<file path="config.mk">
export PLATFORM = sky130hd
export DESIGN_NAME = ctrlUnit
export DESIGN_NICKNAME = d
export VERILOG_FILES = /design/src/rtl/ctrlPkg.sv /design/src/rtl/ctrlUnit.sv /design/src/rtl/controlWordGen.sv /design/src/rtl/instrDecoder.sv /design/src/rtl/stepSequencer.sv
export SDC_FILE = /design/constraint.sdc
export NUM_CORES = 1
export LEC_CHECK = 0
export ABC_AREA = 1
export ABC_CLOCK_PERIOD_IN_PS = 1470
export BUFFER_PORTS_ARGS = -buffer_cell sky130_fd_sc_hd__buf_2
export CAP_MARGIN = 20
export CORE_AREA = 2 2 63 65
export DETAILED_ROUTE_END_ITERATION = 10
export DIE_AREA = 0 0 65 67
export PLACE_DENSITY = 0.79
export SYNTH_ARGS = -nofsm -noshare
export SYNTH_HDL_FRONTEND = slang
export SYNTH_SLANG_ARGS = --single-unit
export TNS_END_PERCENT = 10
</file>
<file path="constraint.sdc">
create_clock -name clk -period 1.47 [get_ports clk]
set_input_delay 0.294 -clock clk [delete_from_list [all_inputs] [get_ports clk]]
set_output_delay 0.294 -clock clk [all_outputs]
set_load 0.02 [all_outputs]
</file>
<file path="src/rtl/ctrlPkg.sv">
//**********************************************************
// Shared types for the CPU control unit: opcodes, ALU codes,
// step and decode records, and the datapath control word
//**********************************************************
package ctrlPkg;

    // Opcode field sits in the top bits of the instruction
    localparam int OpcodeWidth = 5;

    // Instruction opcodes, kept subset of the ISA
    typedef enum logic [OpcodeWidth-1:0] {
        opLd   = 5'b00000,
        opLdi  = 5'b00001,
        opSt   = 5'b00010,
        opAdd  = 5'b00011,
        opSub  = 5'b00100,
        opAnd  = 5'b00101,
        opOr   = 5'b00110,
        opShr  = 5'b00111,
        opShra = 5'b01000,
        opShl  = 5'b01001,
        opRor  = 5'b01010,
        opRol  = 5'b01011,
        opAddi = 5'b01100,
        opAndi = 5'b01101,
        opOri  = 5'b01110,
        opNeg  = 5'b10001,
        opNot  = 5'b10010
    } irOp_t;

    // ALU function select seen by the datapath
    typedef enum logic [4:0] {
        aluNop  = 5'd0,
        aluAdd  = 5'd1,
        aluSub  = 5'd2,
        aluShr  = 5'd5,
        aluShl  = 5'd6,
        aluShra = 5'd7,
        aluRor  = 5'd8,
        aluRol  = 5'd9,
        aluAnd  = 5'd10,
        aluOr   = 5'd11,
        aluNeg  = 5'd12,
        aluNot  = 5'd15
    } aluOp_t;

    // Instruction kinds sharing one execute sequence
    typedef enum logic [2:0] {
        clsAluReg,
        clsAluUnary,
        clsAluImm,
        clsLoad,
        clsLoadImm,
        clsStore,
        clsNoOp
    } instrClass_t;

    // Decode latched at the end of fetch
    typedef struct packed {
        instrClass_t instrClass;
        aluOp_t      aluOp;
        logic [2:0]  execSteps;   // 1 to 5
    } decoded_t;

    typedef enum logic [2:0] {
        phClearing,
        phFetch0,
        phFetch1,
        phFetch2,
        phExecute,
        phHalted
    } phase_t;

    // execIndex counts 1 up to execSteps, zero outside execute
    typedef struct packed {
        phase_t     phase;
        logic [2:0] execIndex;
    } step_t;

    // One cycle of datapath strobes
    typedef struct packed {
        logic   read;
        logic   write;
        logic   baOut;
        logic   rIn;
        logic   rOut;
        logic   gra;
        logic   grb;
        logic   grc;
        logic   marIn;
        logic   mdrIn;
        logic   yIn;
        logic   zIn;
        logic   pcIn;
        logic   irIn;
        logic   incPc;
        logic   zLowOut;
        logic   mdrOut;
        logic   cOut;
        logic   pcOut;
        aluOp_t aluOp;
    } ctrlWord_t;

endpackage
</file>
<file path="src/rtl/ctrlUnit.sv">
//**********************************************************
// Control unit top; connects sequencer, decoder and control
// word table, and passes the instruction width down
//**********************************************************
module ctrlUnit import ctrlPkg::*; #(
    parameter int InstrWidth = 32
) (
    input  logic                  clk,
    input  logic                  reset,
    input  logic                  stop,
    input  logic [InstrWidth-1:0] instr,
    output logic                  run,
    output logic                  clear,
    output ctrlWord_t             ctrl
);

    step_t    step;
    decoded_t decoded;

    stepSequencer sequencer (
        .clk    (clk),
        .reset  (reset),
        .stop   (stop),
        .decoded(decoded),
        .step   (step),
        .run    (run),
        .clear  (clear)
    );

    instrDecoder #(
        .InstrWidth(InstrWidth)
    ) decoder (
        .clk    (clk),
        .reset  (reset),
        .step   (step),
        .instr  (instr),
        .decoded(decoded)
    );

    controlWordGen wordGen (
        .step   (step),
        .decoded(decoded),
        .ctrl   (ctrl)
    );

endmodule

</file>
<file path="src/rtl/controlWordGen.sv">
//**********************************************************
// Control word table; purely combinational from the current
// step and the latched decode
//**********************************************************
module controlWordGen import ctrlPkg::*; (
    input  step_t     step,
    input  decoded_t  decoded,
    output ctrlWord_t ctrl
);

    logic aluClass;
    logic memClass;

    assign aluClass = (decoded.instrClass == clsAluReg) ||
                      (decoded.instrClass == clsAluUnary) ||
                      (decoded.instrClass == clsAluImm);
    assign memClass = (decoded.instrClass == clsLoad) ||
                      (decoded.instrClass == clsLoadImm) ||
                      (decoded.instrClass == clsStore);

    always_comb begin
        ctrl = '0;
        case (step.phase)
            phFetch0: begin
                ctrl.pcOut = 1'b1;
                ctrl.marIn = 1'b1;
                ctrl.zIn = 1'b1;
                ctrl.incPc = 1'b1;
            end
            phFetch1: begin
                ctrl.zLowOut = 1'b1;
                ctrl.pcIn = 1'b1;
                ctrl.read = 1'b1;
                ctrl.mdrIn = 1'b1;
            end
            phFetch2: begin
                ctrl.mdrOut = 1'b1;
                ctrl.irIn = 1'b1;
            end
            phExecute: begin
                if (aluClass) begin
                    case (step.execIndex)
                        3'd1: begin
                            ctrl.grb = 1'b1;
                            ctrl.yIn = 1'b1;
                        end
                        3'd2: begin
                            ctrl.zIn = 1'b1;
                            ctrl.aluOp = decoded.aluOp;
                            // Second operand from rc or from the constant
                            ctrl.grc = (decoded.instrClass == clsAluReg);
                            ctrl.rOut = (decoded.instrClass == clsAluReg);
                            ctrl.cOut = (decoded.instrClass == clsAluImm);
                        end
                        3'd3: begin
                            ctrl.zLowOut = 1'b1;
                            ctrl.gra = 1'b1;
                            ctrl.rIn = 1'b1;
                        end
                        default: ctrl = '0;
                    endcase
                end else if (memClass) begin
                    case (step.execIndex)
                        3'd1: begin
                            ctrl.grb = 1'b1;
                            ctrl.baOut = 1'b1;
                            ctrl.yIn = 1'b1;
                        end
                        3'd2: begin
                            ctrl.zIn = 1'b1;
                            ctrl.cOut = 1'b1;
                            ctrl.aluOp = decoded.aluOp;
                        end
                        3'd3: begin
                            ctrl.zLowOut = 1'b1;
                            // ldi writes the sum back, the others address memory
                            if (decoded.instrClass == clsLoadImm) begin
                                ctrl.rIn = 1'b1;
                                ctrl.gra = 1'b1;
                            end else begin
                                ctrl.marIn = 1'b1;
                            end
                        end
                        3'd4: begin
                            ctrl.mdrIn = 1'b1;
                            ctrl.read = (decoded.instrClass == clsLoad);
                            ctrl.write = (decoded.instrClass == clsStore);
                            ctrl.rOut = (decoded.instrClass == clsStore);
                            ctrl.gra = (decoded.instrClass == clsStore);
                        end
                        3'd5: begin
                            ctrl.mdrOut = 1'b1;
                            ctrl.rIn = 1'b1;
                            ctrl.gra = 1'b1;
                        end
                        default: ctrl = '0;
                    endcase
                end
            end
            default: ctrl = '0;
        endcase
    end

endmodule

</file>
<file path="src/rtl/instrDecoder.sv">
//**********************************************************
// Instruction decode; sorts the opcode into a class, ALU code
// and execute length, captured while the sequencer is in fetch2
//**********************************************************
module instrDecoder import ctrlPkg::*; #(
    parameter int InstrWidth = 32
) (
    input  logic                  clk,
    input  logic                  reset,
    input  step_t                 step,
    input  logic [InstrWidth-1:0] instr,
    output decoded_t              decoded
);

    logic [OpcodeWidth-1:0] opcode;
    decoded_t               decodeNext;

    assign opcode = instr[InstrWidth-1 -: OpcodeWidth];

    always_comb begin
        // Undefined opcodes fall through to a single empty step
        decodeNext = '{instrClass: clsNoOp, aluOp: aluNop, execSteps: 3'd1};
        case (irOp_t'(opcode))
            opAdd:  decodeNext = '{clsAluReg, aluAdd, 3'd3};
            opSub:  decodeNext = '{clsAluReg, aluSub, 3'd3};
            opAnd:  decodeNext = '{clsAluReg, aluAnd, 3'd3};
            opOr:   decodeNext = '{clsAluReg, aluOr, 3'd3};
            opShl:  decodeNext = '{clsAluReg, aluShl, 3'd3};
            opShr:  decodeNext = '{clsAluReg, aluShr, 3'd3};
            opShra: decodeNext = '{clsAluReg, aluShra, 3'd3};
            opRol:  decodeNext = '{clsAluReg, aluRol, 3'd3};
            opRor:  decodeNext = '{clsAluReg, aluRor, 3'd3};
            opNeg:  decodeNext = '{clsAluUnary, aluNeg, 3'd3};
            opNot:  decodeNext = '{clsAluUnary, aluNot, 3'd3};
            opAddi: decodeNext = '{clsAluImm, aluAdd, 3'd3};
            opAndi: decodeNext = '{clsAluImm, aluAnd, 3'd3};
            opOri:  decodeNext = '{clsAluImm, aluOr, 3'd3};
            // Memory ops use the ALU for base plus offset
            opLd:   decodeNext = '{clsLoad, aluAdd, 3'd5};
            opLdi:  decodeNext = '{clsLoadImm, aluAdd, 3'd3};
            opSt:   decodeNext = '{clsStore, aluAdd, 3'd4};
            default: begin
                decodeNext = '{instrClass: clsNoOp, aluOp: aluNop, execSteps: 3'd1};
            end
        endcase
    end

    // Held through execute, updated once per instruction
    always_ff @(posedge clk or posedge reset) begin
        if (reset) begin
            decoded <= '{instrClass: clsNoOp, aluOp: aluNop, execSteps: 3'd1};
        end else if (step.phase == phFetch2) begin
            decoded <= decodeNext;
        end
    end

endmodule

</file>
<file path="src/rtl/stepSequencer.sv">
//**********************************************************
// Step register of the control FSM; one step per clock,
// with stop parking the machine in halt until it is released
//**********************************************************
module stepSequencer import ctrlPkg::*; (
    input  logic     clk,
    input  logic     reset,
    input  logic     stop,
    input  decoded_t decoded,
    output step_t    step,
    output logic     run,
    output logic     clear
);

    step_t savedStep;
    step_t successor;

    // Next step in normal order, ignoring stop
    always_comb begin
        successor = '{phase: phFetch0, execIndex: 3'd0};
        case (step.phase)
            phClearing: begin
                successor.phase = phFetch0;
            end
            phFetch0: begin
                successor.phase = phFetch1;
            end
            phFetch1: begin
                successor.phase = phFetch2;
            end
            phFetch2: begin
                // Decoder latches on this same edge, so always start at 1
                successor.phase = phExecute;
                successor.execIndex = 3'd1;
            end
            phExecute: begin
                if (step.execIndex < decoded.execSteps) begin
                    successor.phase = phExecute;
                    successor.execIndex = step.execIndex + 3'd1;
                end
            end
            default: begin
                // Leaving halt resumes where the stop came in
                successor = savedStep;
            end
        endcase
    end

    always_ff @(posedge clk or posedge reset) begin
        if (reset) begin
            step <= '{phase: phClearing, execIndex: 3'd0};
            savedStep <= '{phase: phFetch0, execIndex: 3'd0};
        end else if (stop) begin
            step <= '{phase: phHalted, execIndex: 3'd0};
            // Only the first stop cycle records the resume point
            if (step.phase != phHalted) begin
                savedStep <= successor;
            end
        end else begin
            step <= successor;
        end
    end

    assign run = (step.phase != phHalted);
    assign clear = (step.phase == phClearing);

endmodule

</file>
==> flow_summary_export.csv <==
group,metric,value,unit
clock_network,clock_sinks,22,
yosys,syn_area_per_cell,7.41,um^2
floorplan,die_w,65,um
place,dp_hpwl,3060,um
final_layout,final_area,2380,um^2
final_layout,synthToLayoutAreaGrowth,50.8,%
flow_run,cap_viol_max_count,0,
detailed_routing,firstDrtPassIters,4,
floorplan,start_util,0.438,
clock_network,numCtsBuffers,3,
detailed_routing,drc_errors,0,
detailed_routing,drt_iter0_drc,78,
place,port_buffers,32,
worst_setup_path,slowest_stage,"dfrtp_1",
power,finalPower,4.42,mW
global_route,groute.usage.overall,0.211,
clock_network,cts_buffer_depth,2,
worst_setup_path,startpoint_type,"flop",
global_route,grt_pass1_vias,1585,
sta,setup_tns,-7.59,ns
worst_setup_path,cp-end-kind,"output pin",
final_layout,multi_input_area,1010,um^2
yosys,synthTopCellsByArea,"dfrtp_1, nand2_1, ha_1, inv_1, dfstp_2",
yosys,synth_top_area_frac,0.285,
worst_setup_path,crit_path_start,"sequencer.step[1]",
yosys,syn-cell-area,1580,um^2
sta,setup_viol,32,
sta,whs,0.0417,ns
power,leakage,1.19,nW
clock_network,root_buffer,"clkbuf_8",
global_route,grt_max_degree,23,
final_layout,fin_util,0.660,
power,power_per_cell_area,1860,nW/um^2
yosys,ys_ff_latch,22,
yosys,synth_nets,259,
sta,fmax,0.523,GHz
global_route,grt_overflow,0,
sta,postLayoutSetupSlackWorst,-0.441,ns
detailed_routing,wl,4210,um
sta,hold_viol,0,
floorplan,fp-row-count,22,
yosys,synth_edf_count,0,
clock_network,clkLatencyLatePin,0.27,ns
worst_setup_path,slowest_delay,0.42,ns
place,placed_area,2070,um^2
floorplan,fp.dieH,67,um
detailed_routing,via_per_inst,4.98,
sta,maxSlewViolCount,0,
floorplan,io_pins,61,
yosys,synth_cell_type_count,33,
global_route,antenna_found_initial,0,
floorplan,die_area,4360,um^2
final_layout,num_antenna_cells,0,
outcome,outcome,"finished, violations left",
yosys,synth.largest_area_cell,"dfrtp_1",
clock_network,cts_tree,"built",
yosys,synth_flop_cell,"dfrtp_1",
clock_network,htreeDepth,1,
final_layout,fin_cells,329,
final_layout,fillers,275,
floorplan,core_area,3610,um^2
yosys,synth-warning-count,0,
place,pre_cts_ws,-0.282,ns
place,gp_congestion,0.883,
place,dp.cells,322,
final_layout,final_nets,328,
clock_network,path_clk_slew,0.07,ns
worst_setup_path,arrival,1.62,ns
power,vdd_ir_drop_max,0.603,mV
sta,fin_crit,1.91,ns
sta,skew,0.00139,ns
global_route,grt_pass1_wl,7020,um
worst_setup_path,crit_required,1.18,ns
yosys,yosysSeqAreaShare,0.352,
detailed_routing,vias,1638,
final_layout,regArea,556,um^2
detailed_routing,postRouteAntennaNets,0,
yosys,syn_inst,213,
worst_setup_path,r2r_start,"sequencer.step[1]",
clock_network,ctsHoldBuffers,0,
worst_setup_path,cp_cell_sequence,"ha_2, ha_4, nand3_1, nand3_1, nand2_2, a21oi_4, buf_6",
hold_path,hold_class,"input pin to asynchronous set/reset pin",
detailed_routing,avgRoutedWirePerCell,12.8,um
sta,rsz0062_at_grt,"yes",
sta,fin_crit_sh,1.30,
worst_setup_path,crit_fanout,3,
final_layout,drive_gt1_frac,0.445,
outcome,violations,"setup timing",
yosys,ys_async_sr_fraction,1.00,
worst_setup_path,cp_common_cell,"nand3_1",
worst_setup_path,crit_type,"flop to output pin",
## final cells by class
cell class,instances,area share
Sequential cell,22,0.233
Multi-Input combinational cell,149,0.426
Inverter,36,0.0589
Clock buffer,3,0.0173
Timing Repair Buffer,70,0.226
Clock inverter,1,0.0126
Tap cell,48,0.0252
## cell usage after synthesis (2+ instances only)
cell	instances
nor2_1	22
o21ai_0	13
o21ai_2	2
inv_1	31
ha_1	11
nand2_1	44
nand3_1	16
nand2_2	2
inv_2	5
dfrtp_1	18
dfstp_2	4
o22ai_1	5
a21oi_1	10
nand4_1	6
a31oi_1	2
o21ai_1	2
buf_4	4
## power breakdown
| part | internal (mW) | switching, mW | total, mW | leakage, nW |
|---|---|---|---|---|
| combinational | 1.21 | 1.59 | 2.80 | 0.894 |
| sequential | 0.908 | 0.159 | 1.07 | 0.264 |
| clock | 0.364 | 0.193 | 0.558 | 0.0357 |
| total | 2.48 | 1.94 | 4.42 | 1.19 |
## cell usage in the layout (no fill, tap or decap), drive strengths merged, types with 5 or more instances in the layout
| cell type | instances |
|---|---|
| dfrtp | 18 |
| buf | 70 |
| nor2 | 24 |
| o21ai | 17 |
| a21oi | 11 |
| ha | 11 |
| o22ai | 5 |
| inv | 36 |
| nand3 | 18 |
| nand4 | 7 |
| nand2 | 46 |
## worst max-delay path: cells and delay by family, from the launching register on
kind                       cells  cell delay (ns)
buffers and inverters          1             0.13
and+or+nand+nor                3             0.29
AOI/OAI and AO/OA              1             0.13
adders and majority gates      2             0.38
DFF                            1             0.42
## logic make-up after synthesis
logic type | after synthesis | share of synthesized area
AO/OA/AOI/OAI | 40 | 0.155
adder cells (fa/ha/maj) | 11 | 0.0872
buffers and inverters | 42 | 0.115
flip-flops | 22 | 0.352
other | 1 | 0.00237
AND/OR/NAND/NOR | 97 | 0.288
## per-layer routing
metal / track usage / wire (um) / vias up / share of wire
met1: 0.245 / 1730 / 751 / 0.41
met5: 0 / 0 / - / 0
li1: - / - / 832 / -
met3: 0.0169 / 134 / 9 / 0.032
met2: 0.397 / 2240 / 46 / 0.53
met4: 0.0904 / 106 / 0 / 0.025
## final timing paths
| check | to | slack, ns | cells past startpoint |
|---|---|---|---|
| worst min register to register | sequencer.savedStep[3] | 0.48 | 2 |
| worst max register to register | sequencer.savedStep[0] | -0.10 | 10 |
| min in group clk | sequencer.step[0] | 0.26 | 2 |
| worst min-delay path | sequencer.savedStep[1] | 0.04 | 3 |
| max in group asynchronous | decoder.decoded[9] | 1.16 | 3 |
| worst max-delay path | ctrl[18] | -0.44 | 7 |
## flip-flops by register name, summed over array words and instances (netlist names)
signal,flops
sequencer.savedStep,6
decoder.decoded,10
sequencer.step,6
## what timing repair did
item	4_1_cts	5_1_grt
pin swaps	6	3
setup buffers	3	0
endpoints found under the setup margin	33	35
gates resized for setup	39	25
Note: power is estimated with default switching activity, not from simulation.
